**config.mk**
```make
export PLATFORM = sky130hd
export DESIGN_NAME = usb_in_ep
export DESIGN_NICKNAME = d
export VERILOG_FILES = /design/src/usb_pkg.sv /design/src/token_rx.sv /design/src/payload_buf.sv /design/src/packet_tx.sv /design/src/usb_in_ep.sv
export VERILOG_INCLUDE_DIRS = /design/src
export SDC_FILE = /design/constraint.sdc
export NUM_CORES = 1
export LEC_CHECK = 0
export BUFFER_PORTS_ARGS = -buffer_cell sky130_fd_sc_hd__buf_4
export CAP_MARGIN = 20
export CORE_MARGIN = 2
export CORE_UTILIZATION = 35
export DETAILED_ROUTE_END_ITERATION = 6
export MAX_ROUTING_LAYER = met4
export PLACE_DENSITY = 0.57
export SETUP_SLACK_MARGIN = 0.4
export SKIP_CTS_REPAIR_TIMING = 1
export SYNTH_ARGS = -nofsm -noshare
export SYNTH_HDL_FRONTEND = slang
export SYNTH_SLANG_ARGS = --single-unit
```
**constraint.sdc**
```tcl
create_clock -name tb_clk -period 5.48 [get_ports tb_clk]
set_input_delay 0.274 -clock tb_clk [delete_from_list [all_inputs] [get_ports tb_clk]]
set_output_delay 0.274 -clock tb_clk [all_outputs]
set_load 0.05 [all_outputs]
```
**src/usb_in_ep_defs.svh**
```systemverilog
// Shared constants for the USB IN endpoint
// Bit timing, buffer size, device address, PID codes, CRC polynomials
`ifndef USB_IN_EP_DEFS_SVH
`define USB_IN_EP_DEFS_SVH

// ****************************************
// Line timing
// ****************************************
// Clocks per USB bit
`define USB_BIT_CYCLES      4
// Bit times from token EOP to response start
`define USB_TURNAROUND_BITS 4
// Ones before a stuffed zero
`define USB_STUFF_RUN       6

// ****************************************
// Endpoint identity and storage
// ****************************************
`define USB_BUF_DEPTH       64
`define USB_DEV_ADDR        7'h05
`define USB_EP_NUM          4'h1

// ****************************************
// Packet framing
// ****************************************
`define USB_SYNC_BYTE       8'h01
`define USB_PID_OUT         4'b0001
`define USB_PID_IN          4'b1001
`define USB_PID_DATA0       4'b0011
`define USB_PID_NAK         4'b1010
`define USB_CRC5_POLY       5'b00101
`define USB_CRC16_POLY      16'h8005

`endif

```
**src/usb_pkg.sv**
```systemverilog
// Types shared by the endpoint blocks
// PID codes, byte type, token field union
`include "usb_in_ep_defs.svh"

package usb_pkg;

  // Token and handshake PIDs used by this endpoint
  typedef enum logic [3:0] {
    PID_OUT   = `USB_PID_OUT,
    PID_IN    = `USB_PID_IN,
    PID_DATA0 = `USB_PID_DATA0,
    PID_NAK   = `USB_PID_NAK
  } usb_pid_t;

  typedef logic [7:0] byte_t;

  // Token fields after the PID, MSB first on the line
  typedef struct packed {
    logic [6:0] addr;
    logic [3:0] endp;
    logic [4:0] crc5;
  } usb_token_fields_t;

  // Same 16 bits seen as two line bytes
  // b[1] arrives first, b[0] second
  typedef union packed {
    usb_token_fields_t f;
    byte_t [1:0]       b;
  } usb_token_u;

endpackage

```
**src/token_rx.sv**
```systemverilog
// Host token receiver
// NRZI decode, unstuffing, sync hunt, PID and CRC5 check, address match
`timescale 1ns/100ps
`include "usb_in_ep_defs.svh"

module token_rx (
  input  logic tb_clk,
  input  logic reset,
  input  logic dplus_in,
  input  logic dminus_in,
  output logic in_token_seen
);
  import usb_pkg::*;

  localparam int PHASE_W  = $clog2(`USB_BIT_CYCLES);
  localparam int HALF_BIT = `USB_BIT_CYCLES / 2;
  localparam int RUN_W    = $clog2(`USB_STUFF_RUN + 1);

  // Receiver states
  localparam logic [1:0] RX_HUNT  = 2'd0;
  localparam logic [1:0] RX_PID   = 2'd1;
  localparam logic [1:0] RX_TOKEN = 2'd2;
  localparam logic [1:0] RX_EOP   = 2'd3;

  logic               dp_q;
  logic               dm_q;
  logic               dp_d;
  logic               dm_d;
  logic [PHASE_W-1:0] phase;
  logic               line_edge;
  logic               sample;
  logic               se0;
  logic               nrzi_bit;
  logic               last_dp;
  logic [RUN_W-1:0]   ones_run;
  logic [1:0]         state;
  logic [7:0]         sh;
  logic [7:0]         sh_next;
  logic [3:0]         bit_cnt;
  logic               pid_ok;
  logic [4:0]         crc5;
  logic [4:0]         crc5_next;
  logic               se0_seen;
  logic               tok_match;
  usb_token_u         tok;

  // ****************************************
  // Line sampling and bit phase
  // ****************************************
  always_ff @(posedge tb_clk) begin
    if (reset) begin
      // Idle bus is J
      dp_q <= 1'b1;
      dm_q <= 1'b0;
      dp_d <= 1'b1;
      dm_d <= 1'b0;
    end else begin
      dp_q <= dplus_in;
      dm_q <= dminus_in;
      dp_d <= dp_q;
      dm_d <= dm_q;
    end
  end

  assign line_edge = (dp_q != dp_d) || (dm_q != dm_d);

  // Phase restarts on every level change, wraps on long runs
  always_ff @(posedge tb_clk) begin
    if (reset) begin
      phase <= '0;
    end else if (line_edge) begin
      phase <= PHASE_W'(1);
    end else if (phase == PHASE_W'(`USB_BIT_CYCLES - 1)) begin
      phase <= '0;
    end else begin
      phase <= phase + PHASE_W'(1);
    end
  end

  // Mid-bit strobe
  assign sample   = !line_edge && (phase == PHASE_W'(HALF_BIT));
  assign se0      = !dp_q && !dm_q;
  // No change since last bit means one
  assign nrzi_bit = (dp_q == last_dp);
  assign sh_next  = {sh[6:0], nrzi_bit};

  // Serial CRC5 over address and endpoint
  assign crc5_next = {crc5[3:0], 1'b0} ^ ((nrzi_bit ^ crc5[4]) ? `USB_CRC5_POLY : 5'd0);

  assign tok_match = pid_ok &&
                     (tok.f.crc5 == ~crc5) &&
                     (tok.f.addr == `USB_DEV_ADDR) &&
                     (tok.f.endp == `USB_EP_NUM);

  // ****************************************
  // Packet FSM
  // ****************************************
  always_ff @(posedge tb_clk) begin
    if (reset) begin
      state         <= RX_HUNT;
      sh            <= 8'hff;
      bit_cnt       <= '0;
      ones_run      <= '0;
      last_dp       <= 1'b1;
      pid_ok        <= 1'b0;
      crc5          <= '1;
      se0_seen      <= 1'b0;
      in_token_seen <= 1'b0;
    end else begin
      in_token_seen <= 1'b0;
      if (sample) begin
        if (se0) begin
          // SE0 only legal where the EOP belongs
          if (state == RX_EOP) begin
            se0_seen <= 1'b1;
          end else if (state != RX_HUNT) begin
            state <= RX_HUNT;
            sh    <= 8'hff;
          end
        end else begin
          last_dp <= dp_q;
          if (state == RX_HUNT) begin
            sh <= sh_next;
            if (sh_next == `USB_SYNC_BYTE) begin
              state    <= RX_PID;
              bit_cnt  <= '0;
              // Sync ends in a single one
              ones_run <= RUN_W'(1);
              crc5     <= '1;
              se0_seen <= 1'b0;
            end
          end else if (state == RX_EOP && se0_seen) begin
            // J closes the EOP
            in_token_seen <= dp_q && tok_match;
            state         <= RX_HUNT;
            sh            <= 8'hff;
          end else if (ones_run == RUN_W'(`USB_STUFF_RUN)) begin
            // Stuffed zero dropped, a one here is a stuff error
            ones_run <= '0;
            if (nrzi_bit) begin
              state <= RX_HUNT;
              sh    <= 8'hff;
            end
          end else begin
            ones_run <= nrzi_bit ? ones_run + RUN_W'(1) : '0;
            sh       <= sh_next;
            bit_cnt  <= bit_cnt + 4'd1;
            case (state)
              RX_PID: begin
                if (bit_cnt == 4'd7) begin
                  // Check nibble and accept IN only
                  pid_ok  <= (sh_next[7:4] == ~sh_next[3:0]) && (sh_next[7:4] == PID_IN);
                  bit_cnt <= '0;
                  state   <= RX_TOKEN;
                end
              end
              RX_TOKEN: begin
                if (bit_cnt < 4'd11) begin
                  crc5 <= crc5_next;
                end
                // Fill union one line byte at a time
                if (bit_cnt[2:0] == 3'd7) begin
                  if (bit_cnt[3]) begin
                    tok.b[0] <= sh_next;
                  end else begin
                    tok.b[1] <= sh_next;
                  end
                end
                if (bit_cnt == 4'd15) begin
                  state <= RX_EOP;
                end
              end
              default: begin
                // Extra bit where EOP expected
                state <= RX_HUNT;
                sh    <= 8'hff;
              end
            endcase
          end
        end
      end
    end
  end

endmodule

```
**src/payload_buf.sv**
```systemverilog
// Payload byte buffer
// Valid/ready load port, read head for the transmitter
`timescale 1ns/100ps
`include "usb_in_ep_defs.svh"

module payload_buf (
  input  logic           tb_clk,
  input  logic           reset,
  input  usb_pkg::byte_t in_data,
  input  logic           in_valid,
  output logic           in_ready,
  input  logic           tx_busy,
  input  logic           buf_pop,
  output usb_pkg::byte_t buf_data,
  output logic [6:0]     buf_count
);
  import usb_pkg::*;

  localparam int PTR_W = $clog2(`USB_BUF_DEPTH);

  byte_t            mem [`USB_BUF_DEPTH];
  logic [PTR_W-1:0] wr_ptr;
  logic [PTR_W-1:0] rd_ptr;
  logic             full;
  logic             push;
  logic             pop;

  assign full     = (buf_count == 7'(`USB_BUF_DEPTH));
  // Loading held off while a packet goes out
  assign in_ready = !full && !tx_busy;
  assign push     = in_valid && in_ready;
  assign pop      = buf_pop && (buf_count != 7'd0);

  // Storage
  always_ff @(posedge tb_clk) begin
    if (push) begin
      mem[wr_ptr] <= in_data;
    end
  end

  assign buf_data = mem[rd_ptr];

  // Pointers and count
  always_ff @(posedge tb_clk) begin
    if (reset) begin
      wr_ptr    <= '0;
      rd_ptr    <= '0;
      buf_count <= '0;
    end else begin
      if (push) begin
        wr_ptr <= wr_ptr + PTR_W'(1);
      end
      if (pop) begin
        rd_ptr <= rd_ptr + PTR_W'(1);
      end
      case ({push, pop})
        2'b10:   buf_count <= buf_count + 7'd1;
        2'b01:   buf_count <= buf_count - 7'd1;
        default: buf_count <= buf_count;
      endcase
      // Last byte out, next packet starts at the bottom
      if (pop && !push && buf_count == 7'd1) begin
        wr_ptr <= '0;
        rd_ptr <= '0;
      end
    end
  end

endmodule

```
**src/packet_tx.sv**
```systemverilog
// Response packet builder
// Turnaround wait, DATA0 or NAK framing, CRC16, stuffing, NRZI, EOP
`timescale 1ns/100ps
`include "usb_in_ep_defs.svh"

module packet_tx (
  input  logic           tb_clk,
  input  logic           reset,
  input  logic           in_token_seen,
  input  logic [6:0]     buf_count,
  input  usb_pkg::byte_t buf_data,
  output logic           buf_pop,
  output logic           tx_busy,
  output logic           dplus_out,
  output logic           dminus_out,
  output logic           d_mode
);
  import usb_pkg::*;

  localparam int CYC_W   = $clog2(`USB_BIT_CYCLES);
  localparam int TA_CLKS = `USB_TURNAROUND_BITS * `USB_BIT_CYCLES;
  localparam int TA_W    = $clog2(TA_CLKS);
  localparam int RUN_W   = $clog2(`USB_STUFF_RUN + 1);

  // Transmit states
  localparam logic [1:0] TX_IDLE = 2'd0;
  localparam logic [1:0] TX_WAIT = 2'd1;
  localparam logic [1:0] TX_SEND = 2'd2;
  localparam logic [1:0] TX_EOP  = 2'd3;

  // Byte currently in the shifter
  localparam logic [2:0] FLD_SYNC   = 3'd0;
  localparam logic [2:0] FLD_PID    = 3'd1;
  localparam logic [2:0] FLD_DATA   = 3'd2;
  localparam logic [2:0] FLD_CRC_HI = 3'd3;
  localparam logic [2:0] FLD_CRC_LO = 3'd4;
  localparam logic [2:0] FLD_END    = 3'd5;

  logic [1:0]       state;
  logic [CYC_W-1:0] cyc;
  logic             bit_tick;
  logic [TA_W-1:0]  ta_cnt;
  logic [7:0]       sh;
  logic [2:0]       bit_idx;
  logic [2:0]       fld;
  logic [RUN_W-1:0] ones_run;
  logic [6:0]       n_left;
  logic [15:0]      crc16;
  logic [15:0]      crc16_next;
  usb_pid_t         tx_pid;
  byte_t            pid_byte;
  logic [1:0]       eop_cnt;

  assign bit_tick   = (cyc == CYC_W'(`USB_BIT_CYCLES - 1));
  // PID in high nibble, check nibble below
  assign pid_byte   = {tx_pid, ~tx_pid};
  assign crc16_next = {crc16[14:0], 1'b0} ^
                      ((sh[7] ^ crc16[15]) ? `USB_CRC16_POLY : 16'h0000);

  always_ff @(posedge tb_clk) begin
    if (reset) begin
      state      <= TX_IDLE;
      cyc        <= '0;
      ta_cnt     <= '0;
      sh         <= '0;
      bit_idx    <= '0;
      fld        <= FLD_SYNC;
      ones_run   <= '0;
      n_left     <= '0;
      crc16      <= '1;
      tx_pid     <= PID_NAK;
      eop_cnt    <= '0;
      buf_pop    <= 1'b0;
      tx_busy    <= 1'b0;
      d_mode     <= 1'b0;
      dplus_out  <= 1'b1;
      dminus_out <= 1'b0;
    end else begin
      buf_pop <= 1'b0;
      // Bit clock runs only while driving
      if (state == TX_SEND || state == TX_EOP) begin
        cyc <= bit_tick ? '0 : cyc + CYC_W'(1);
      end
      case (state)
        TX_IDLE: begin
          if (in_token_seen) begin
            state   <= TX_WAIT;
            ta_cnt  <= '0;
            tx_busy <= 1'b1;
          end
        end
        TX_WAIT: begin
          ta_cnt <= ta_cnt + TA_W'(1);
          if (ta_cnt == TA_W'(TA_CLKS - 1)) begin
            // Take the bus, line holds J for one bit first
            state    <= TX_SEND;
            d_mode   <= 1'b1;
            cyc      <= '0;
            sh       <= `USB_SYNC_BYTE;
            fld      <= FLD_SYNC;
            bit_idx  <= '0;
            ones_run <= '0;
            crc16    <= '1;
            n_left   <= buf_count;
            tx_pid   <= (buf_count != 7'd0) ? PID_DATA0 : PID_NAK;
          end
        end
        TX_SEND: begin
          if (bit_tick) begin
            if (ones_run == RUN_W'(`USB_STUFF_RUN)) begin
              // Stuffed zero, data does not advance
              dplus_out  <= ~dplus_out;
              dminus_out <= ~dminus_out;
              ones_run   <= '0;
            end else if (fld == FLD_END) begin
              // First SE0 bit
              dplus_out  <= 1'b0;
              dminus_out <= 1'b0;
              eop_cnt    <= '0;
              state      <= TX_EOP;
            end else begin
              // Zero toggles the line, one holds it
              if (!sh[7]) begin
                dplus_out  <= ~dplus_out;
                dminus_out <= ~dminus_out;
              end
              ones_run <= sh[7] ? ones_run + RUN_W'(1) : '0;
              if (fld == FLD_DATA) begin
                crc16 <= crc16_next;
              end
              sh      <= {sh[6:0], 1'b0};
              bit_idx <= bit_idx + 3'd1;
              // Byte boundary, load the next field
              if (bit_idx == 3'd7) begin
                case (fld)
                  FLD_SYNC: begin
                    sh  <= pid_byte;
                    fld <= FLD_PID;
                  end
                  FLD_PID, FLD_DATA: begin
                    if (n_left != 7'd0) begin
                      sh      <= buf_data;
                      buf_pop <= 1'b1;
                      n_left  <= n_left - 7'd1;
                      fld     <= FLD_DATA;
                    end else if (fld == FLD_DATA) begin
                      // CRC includes the bit just sent
                      sh  <= ~crc16_next[15:8];
                      fld <= FLD_CRC_HI;
                    end else begin
                      fld <= FLD_END;
                    end
                  end
                  FLD_CRC_HI: begin
                    sh  <= ~crc16[7:0];
                    fld <= FLD_CRC_LO;
                  end
                  default: fld <= FLD_END;
                endcase
              end
            end
          end
        end
        default: begin
          // Two SE0 bits, one J bit, then release
          if (bit_tick) begin
            eop_cnt <= eop_cnt + 2'd1;
            if (eop_cnt == 2'd1) begin
              dplus_out  <= 1'b1;
              dminus_out <= 1'b0;
            end
            if (eop_cnt == 2'd2) begin
              d_mode  <= 1'b0;
              tx_busy <= 1'b0;
              state   <= TX_IDLE;
            end
          end
        end
      endcase
    end
  end

endmodule

```
**src/usb_in_ep.sv**
```systemverilog
// Full-speed USB IN endpoint top level
// Token receiver, payload buffer, packet transmitter
`timescale 1ns/100ps

module usb_in_ep (
  input  logic           tb_clk,
  input  logic           reset,
  input  usb_pkg::byte_t in_data,
  input  logic           in_valid,
  output logic           in_ready,
  input  logic           dplus_in,
  input  logic           dminus_in,
  output logic           dplus_out,
  output logic           dminus_out,
  output logic           d_mode
);
  import usb_pkg::*;

  // Receiver to transmitter
  logic       in_token_seen;
  // Buffer and transmitter handshake
  logic [6:0] buf_count;
  byte_t      buf_data;
  logic       buf_pop;
  logic       tx_busy;

  token_rx u_token_rx (
    .tb_clk       (tb_clk),
    .reset        (reset),
    .dplus_in     (dplus_in),
    .dminus_in    (dminus_in),
    .in_token_seen(in_token_seen)
  );

  payload_buf u_payload_buf (
    .tb_clk   (tb_clk),
    .reset    (reset),
    .in_data  (in_data),
    .in_valid (in_valid),
    .in_ready (in_ready),
    .tx_busy  (tx_busy),
    .buf_pop  (buf_pop),
    .buf_data (buf_data),
    .buf_count(buf_count)
  );

  packet_tx u_packet_tx (
    .tb_clk       (tb_clk),
    .reset        (reset),
    .in_token_seen(in_token_seen),
    .buf_count    (buf_count),
    .buf_data     (buf_data),
    .buf_pop      (buf_pop),
    .tx_busy      (tx_busy),
    .dplus_out    (dplus_out),
    .dminus_out   (dminus_out),
    .d_mode       (d_mode)
  );

endmodule

```
### Word level (Yosys, flattened, before mapping)

Memories as Yosys holds them, arrays and structs flattened. A register that Yosys moved wholly into a read port is not among the register bits.
Cells that the tools add are included.
Widths: inputs -> output; s select.

| storage, ports and cells | value |
|---|---|
| logic and storage cells | 336 |
| input bits | 13 |
| bits in writable memories | 512 |
| register bits after elaboration | 125 |
| output and inout port bits | 4 |
| memories kept | 1 |

Memory list:

| memory | words | width | rd ports | clocked after memory_dff | write ports | RTL line | source |
|---|---|---|---|---|---|---|---|
| u_payload_buf.mem | 64 | 8 | 1 | 1 | 1 | payload_buf.sv:21 | `` byte_t mem [`USB_BUF_DEPTH]; `` |

| operators by class | value |
|---|---|
| reductions and logical operators | 72 |
| order comparisons | 1 |
| equality and inequality tests | 57 |
| add/sub/neg operators | 13 |
| bitwise logic cells | 25 |
| multiplexer cells | 131 |

Operators by type and width:

| operator | number |
|---|---|
| $mux 7 | 15 |
| $mux 16 | 6 |
| $mux 3 | 20 |
| $mux 8 | 7 |
| $mux 2 | 25 |
| $mux 4 | 8 |
| $pmux 16 s2 | 1 |
| $reduce_and 4->1 | 8 |
| $mux 5 | 6 |
| $pmux 7 s2 | 2 |
| $reduce_and 7->1 | 4 |
| $reduce_bool 2->1 | 13 |
| $mux 1 | 25 |
| $ne 2x2->1 const B | 12 |
| $pmux 8 s3 | 1 |
| $eq 2x2->1 const B | 9 |
| $pmux 3 s2 | 3 |
| $reduce_and 9->1 | 2 |
| $not 1->1 | 16 |
| $not 8->8 | 2 |
| $pmux 8 s2 | 1 |
| $xor 16x16->16 | 1 |
| $eq 3x3->1 const B | 5 |
| $reduce_bool 7->1 | 2 |
| 52 further kinds | 105 |

### Depth between registers and ports, before layout

| logic depth | value |
|---|---|
| depth in word-level cells | 12 |
| depth in mapped cells | 12 |
| gate-level depth less buffers | 11 |

### Hierarchy

Synthesis repeated with hierarchy kept, for this count alone.

| second synthesis, totals | value |
|---|---|
| cell total of the unflattened synthesis | 1666 |
| area total of the unflattened synthesis | 26421.6 um2 |

By module, submodules not included:

| module | area an instance (um2) | cells each | times used |
|---|---|---|---|
| payload_buf | 20977.6 | 1048 | 1 |
| packet_tx | 3190.6 | 405 | 1 |
| token_rx | 2253.4 | 213 | 1 |

### Least setup slack after synthesis

OpenSTA, ideal clock, no wires.

| timing path | value |
|---|---|
| path kind | flip-flop to flip-flop |
| from | reg u_payload_buf.buf_count[0] |
| to | reg u_payload_buf.buf_count[6] |
| setup time | 0.070 ns |
| cell stages (with the launch flop) | 13 |
| path buffers | 1 |
| arrival | 2.437 ns |
| clock period less this slack | 2.507 ns |
| slack | 2.973 ns |
| cell sequence | dfxtp_1 -> inv_1 -> ha_1 -> a311oi_2 -> inv_1 -> ha_1 -> clkbuf_1 -> nor2b_1 -> nand3_1 -> nor2_1 -> a31oi_1 -> or3_1 -> a21oi_1 |

| between the ends | value |
|---|---|
| word-level cells in the longest chain between the ends | 6 |
| elaborated cells between the ends (all ways) | 12 |
| classes of those cells | 2 x add/sub; 3 x eq/ne; 1 x mux; 6 x reduce/logical |

RTL lines:

| item | RTL line | source |
|---|---|---|
| from (decl) | payload_buf.sv:15 | `output logic [6:0] buf_count` |
| from (signal assigned) | payload_buf.sv:57 | `2'b10: buf_count <= buf_count + 7'd1;` |
| from (signal assigned) | payload_buf.sv:58 | `2'b01: buf_count <= buf_count - 7'd1;` |
| from (signal assigned) | payload_buf.sv:59 | `default: buf_count <= buf_count;` |
| $eq 7x7->1 | payload_buf.sv:28 | `` assign full = (buf_count == 7'(`USB_BUF_DEPTH)); `` |
| $logic_not 1->1 | payload_buf.sv:30 | `assign in_ready = !full && !tx_busy;` |
| $logic_and 1x1->1 | payload_buf.sv:30 |  |
| $logic_and 1x1->1 | payload_buf.sv:31 | `assign push = in_valid && in_ready;` |
| $eq 2x1->1 / $eq 2x2->1 (equally long branches) | payload_buf.sv:56 | `case ({push, pop})` |
| $pmux 7 s2 / $reduce_bool 2->1 (equally long branches) | n/a |  |

Several ways; a longest one is shown, not always the timed one.
A chain may end at the register's enable or synchronous reset.

### Final worst setup path

| timing path | value |
|---|---|
| from | reg u_payload_buf.buf_count[0] |
| to | mem u_payload_buf.mem[51][3] in the netlist's numbering, enable pin |

| between the ends | value |
|---|---|
| word-level cells in the longest chain between the ends | 6 |

RTL lines:

| item | RTL line | source |
|---|---|---|
| $eq 7x7->1 | payload_buf.sv:28 |  |
| $logic_not 1->1 | payload_buf.sv:30 |  |
| $logic_and 1x1->1 | payload_buf.sv:30 |  |
| $logic_and 1x1->1 | payload_buf.sv:31 |  |
| $mux 1 | payload_buf.sv:36 | `if (push) begin` |
| $mux 1 (implied by the code) | payload_buf.sv:37 | `mem[wr_ptr] <= in_data;` |
| to (decl) | payload_buf.sv:21 |  |

Every way passes these cells.

==> key figures <==
Run status
  – Status: completed

Place
  – Placed cell count: 2601
  – GP Congestion: 0.913
  – Port bufs: 16
  – DPL Wire Length: 40100 µm

Worst setup path
  – Worst r2r dst: u_payload_buf.mem[51][3]
  – Reg2Reg Setup Slack: 1830 ps
  – Largest stage delay, worst path: 800 ps
  – Crit Path Max Fanout: 9
  – Slowest stage cell on the critical path: nor2_1
  – CP delay by family, top: simple AND/OR/NAND/NOR gates
  – Crit end category: register
  – Critical path arrival: 3880 ps
  – Worst Setup Start Kind: register
  – Crit path kind: reg -> reg
  – R2r worst-path depth: 7
  – Worst Path Buf+Inv: 2
  – CP Cell Sequence: inv_1 > ha_1 > a311oi_2 > inv_1 > nor2_1 > nand3_1 > nor2_1
  – Worst EP required: 5710 ps
  – Reg2reg start: u_payload_buf.buf_count[0]

Timing
  – Hold WS: 187 ps
  – Fmax: 274 MHz
  – Tcrit/Tclk final: 66.6%
  – RSZ-0062 raised after global routing: false
  – Setup-failing EPs final: 0
  – Worst slew pin tran: 1210 ps
  – Final Critical Period: 3650 ps
  – Slew margin rel.: 17.3%
  – Setup TNS: 0 ps
  – Final max-slew violation count: 0
  – Worst Skew: 36.5 ps
  – Fin. Hold Viols: 0

Power
  – PwrDens: 340 mW/mm²
  – Peak VDD IR: 0.212 mV
  – Leakage: 9.09 nW

Die
  – FP Rows: 100
  – I/O pin total: 17
  – Die X: 279 µm
  – Initial Utilization: 35.5%
  – Die Y: 279 µm
  – Core Footprint: 0.0747 mm²
  – Die ar.: 0.0779 mm²

Route
  – Iteration-0 DRC Markers: 1500
  – Vias: 14900
  – Residual DRC count: 0
  – ANT nets after route: 0
  – Drt via density: 5.47
  – Initial DRT Pass Iterations: 5
  – Avg WL per Cell: 23.9 µm
  – Final WL: 65200 µm

Min path
  – Hold Path End: u_payload_buf.wr_ptr[1]
  – Hold path depth: 5
  – HP Class: in -> reg
  – Hold Path Origin: in_valid

Cells and area
  – Filler cells: 6744
  – Multi-input gate area: 0.00776 mm²
  – Area growth syn-to-layout: 11.7%
  – Seq. cell area: 0.0181 mm²
  – Commonest non-fill, non-tap cell in the layout: edfxtp_1
  – Finished Layout Cells: 2724
  – Layout cells sized above 1: 15.2%
  – Layout net count: 1747
  – Commonest non-fill, non-tap cells in the layout: edfxtp_1 (528), nor2_1 (160), mux4_2 (110), dfxtp_1 (110), clkbuf_16 (69)

GRT
  – Initial antenna violation count: 1
  – GRT Total Usage: 17.3%
  – Vias in the first global route: 14900
  – Largest net degree at the start of global routing: 78
  – First-pass GRT wire length: 97700 µm
  – Grt total ovfl: 0

Clocking
  – Clock sinks: 641
  – Clk buf depth: 3
  – Num CTS Buffers: 67
  – H-Tree Depth: 3
  – Clock slew at reported path FFs: 60 ps
  – Clock Tree Root: clkbuf_16
  – Worst-Skew Late Latency: 620 ps
  – CTS tree: yes

Yosys
  – Top FF cell, synth: edfxtp_1
  – Post-Syn Instances: 1696
  – Syn Area/Cell: 15.6 µm²
  – Synth Cell Area: 0.0265 mm²
  – Sequential-to-total area share from yosys stat: 68.4%
  – Seq cells post-synth: 641
  – Synth Warn #: 0
  – Post-synth cell types: 84
  – Synth async-reset ratio: 0%
  – Post-synth EDFFs: 528
  – Syn Nets: 1740

Flow run
  – Max Cap Viol: 0
cell families after synthesis:
| kind of cell | Yosys count | share of synthesized area [%] |
|---|---|---|
| fa+ha+maj | 31 | 1.46 |
| mux | 168 | 11.7 |
| simple gates | 447 | 8.64 |
| compound gates | 259 | 6.49 |
| xor+xnor | 29 | 1.03 |
| buf+inv | 121 | 2.32 |
| flops | 641 | 68.4 |
final cells by class:
cell class | count | share of cell area (%)
Antenna cell | 1 | 0.00846
Timing Repair Buffer | 31 | 0.930
Clock buffer | 92 | 6.19
Inverter | 28 | 0.355
Clock inverter | 28 | 0.918
Multi-Input combinational cell | 934 | 26.2
Tap cell | 969 | 4.10
Sequential cell | 641 | 61.3
per-stage QoR:
step | utilization [%] | setup slack, ps | cell area [µm²] | power [mW]
floorplan | - | 2970 | 26500 | 5.60
global placement | 36.8 | 1970 | 27500 | 5.76
detailed placement | 36.8 | 1840 | 27500 | 5.77
CTS | 39.6 | 1850 | 29600 | 10.1
global route | 39.6 | 1570 | 29600 | 10.4
finish | 39.6 | 1830 | 29600 | 10.0
sequential cells by signal, summed over array words and instances, names as in the netlist, 4 cells and up, named ones only:
| signal | count |
|---|---|
| u_token_rx.sh | 7 |
| u_packet_tx.sh | 8 |
| u_token_rx.crc5 | 5 |
| u_payload_buf.wr_ptr | 6 |
| u_payload_buf.mem | 512 |
| u_payload_buf.buf_count | 7 |
| u_packet_tx.n_left | 7 |
| u_packet_tx.crc16 | 16 |
| u_token_rx.tok | 16 |
| u_packet_tx.ta_cnt | 4 |
| u_token_rx.bit_cnt | 4 |
| u_payload_buf.rd_ptr | 6 |
worst max path at each step:
stage | slack (ps) | cells after the start | start | end
5_1_grt | 1570 | 7 | u_payload_buf.buf_count[0] | u_payload_buf.mem[43][4]
3_3_place_gp | 1970 | 7 | u_payload_buf.buf_count[0] | u_payload_buf.mem[51][7]
4_1_cts | 1850 | 7 | u_payload_buf.buf_count[0] | u_payload_buf.mem[51][3]
3_5_place_dp | 1840 | 7 | u_payload_buf.buf_count[0] | u_payload_buf.mem[19][2]
6_report | 1830 | 7 | u_payload_buf.buf_count[0] | u_payload_buf.mem[51][3]
2_1_floorplan | 2970 | 12 | u_payload_buf.buf_count[0] | u_payload_buf.buf_count[6]
cell usage after synthesis, drive strengths merged (21+ instances only):
library cell	instances	area, µm²
mux2i	54	541
buf	50	349
edfxtp	528	15900
o21ai	47	239
a21oi	59	299
nor3	34	170
nand2	63	236
nor2	161	607
nor2b	22	138
clkbuf	43	161
mux4	112	2530
o22ai	22	138
nand3	38	208
nand2b	27	169
ha	31	388
a22oi	33	248
inv	28	105
dfxtp	113	2260
nand3b	21	158
tightest hold or removal path, stage by stage:
cell and delay, ps:
buf_4 110, inv_1 130, a311oi_2 100, nand2_1 80, a21oi_1 50
per-layer routing:
metal	up-vias	track usage, %	share of wire, %
li1	6659	-	-
met1	7584	22.9	43
met2	531	26.4	47
met3	130	4.16	7.2
met4	0	5.49	3.1
met5	-	-	0
power by group:
group | total [mW] | internal [mW] | switching [mW] | leakage [nW]
Sequential | 5.32 | 5.30 | 0.0250 | 5.62
Clock | 4.38 | 2.47 | 1.91 | 1.01
Combinational | 0.342 | 0.0855 | 0.256 | 2.46
Total | 10.0 | 7.85 | 2.19 | 9.09
(Power assumes the default switching activity.)
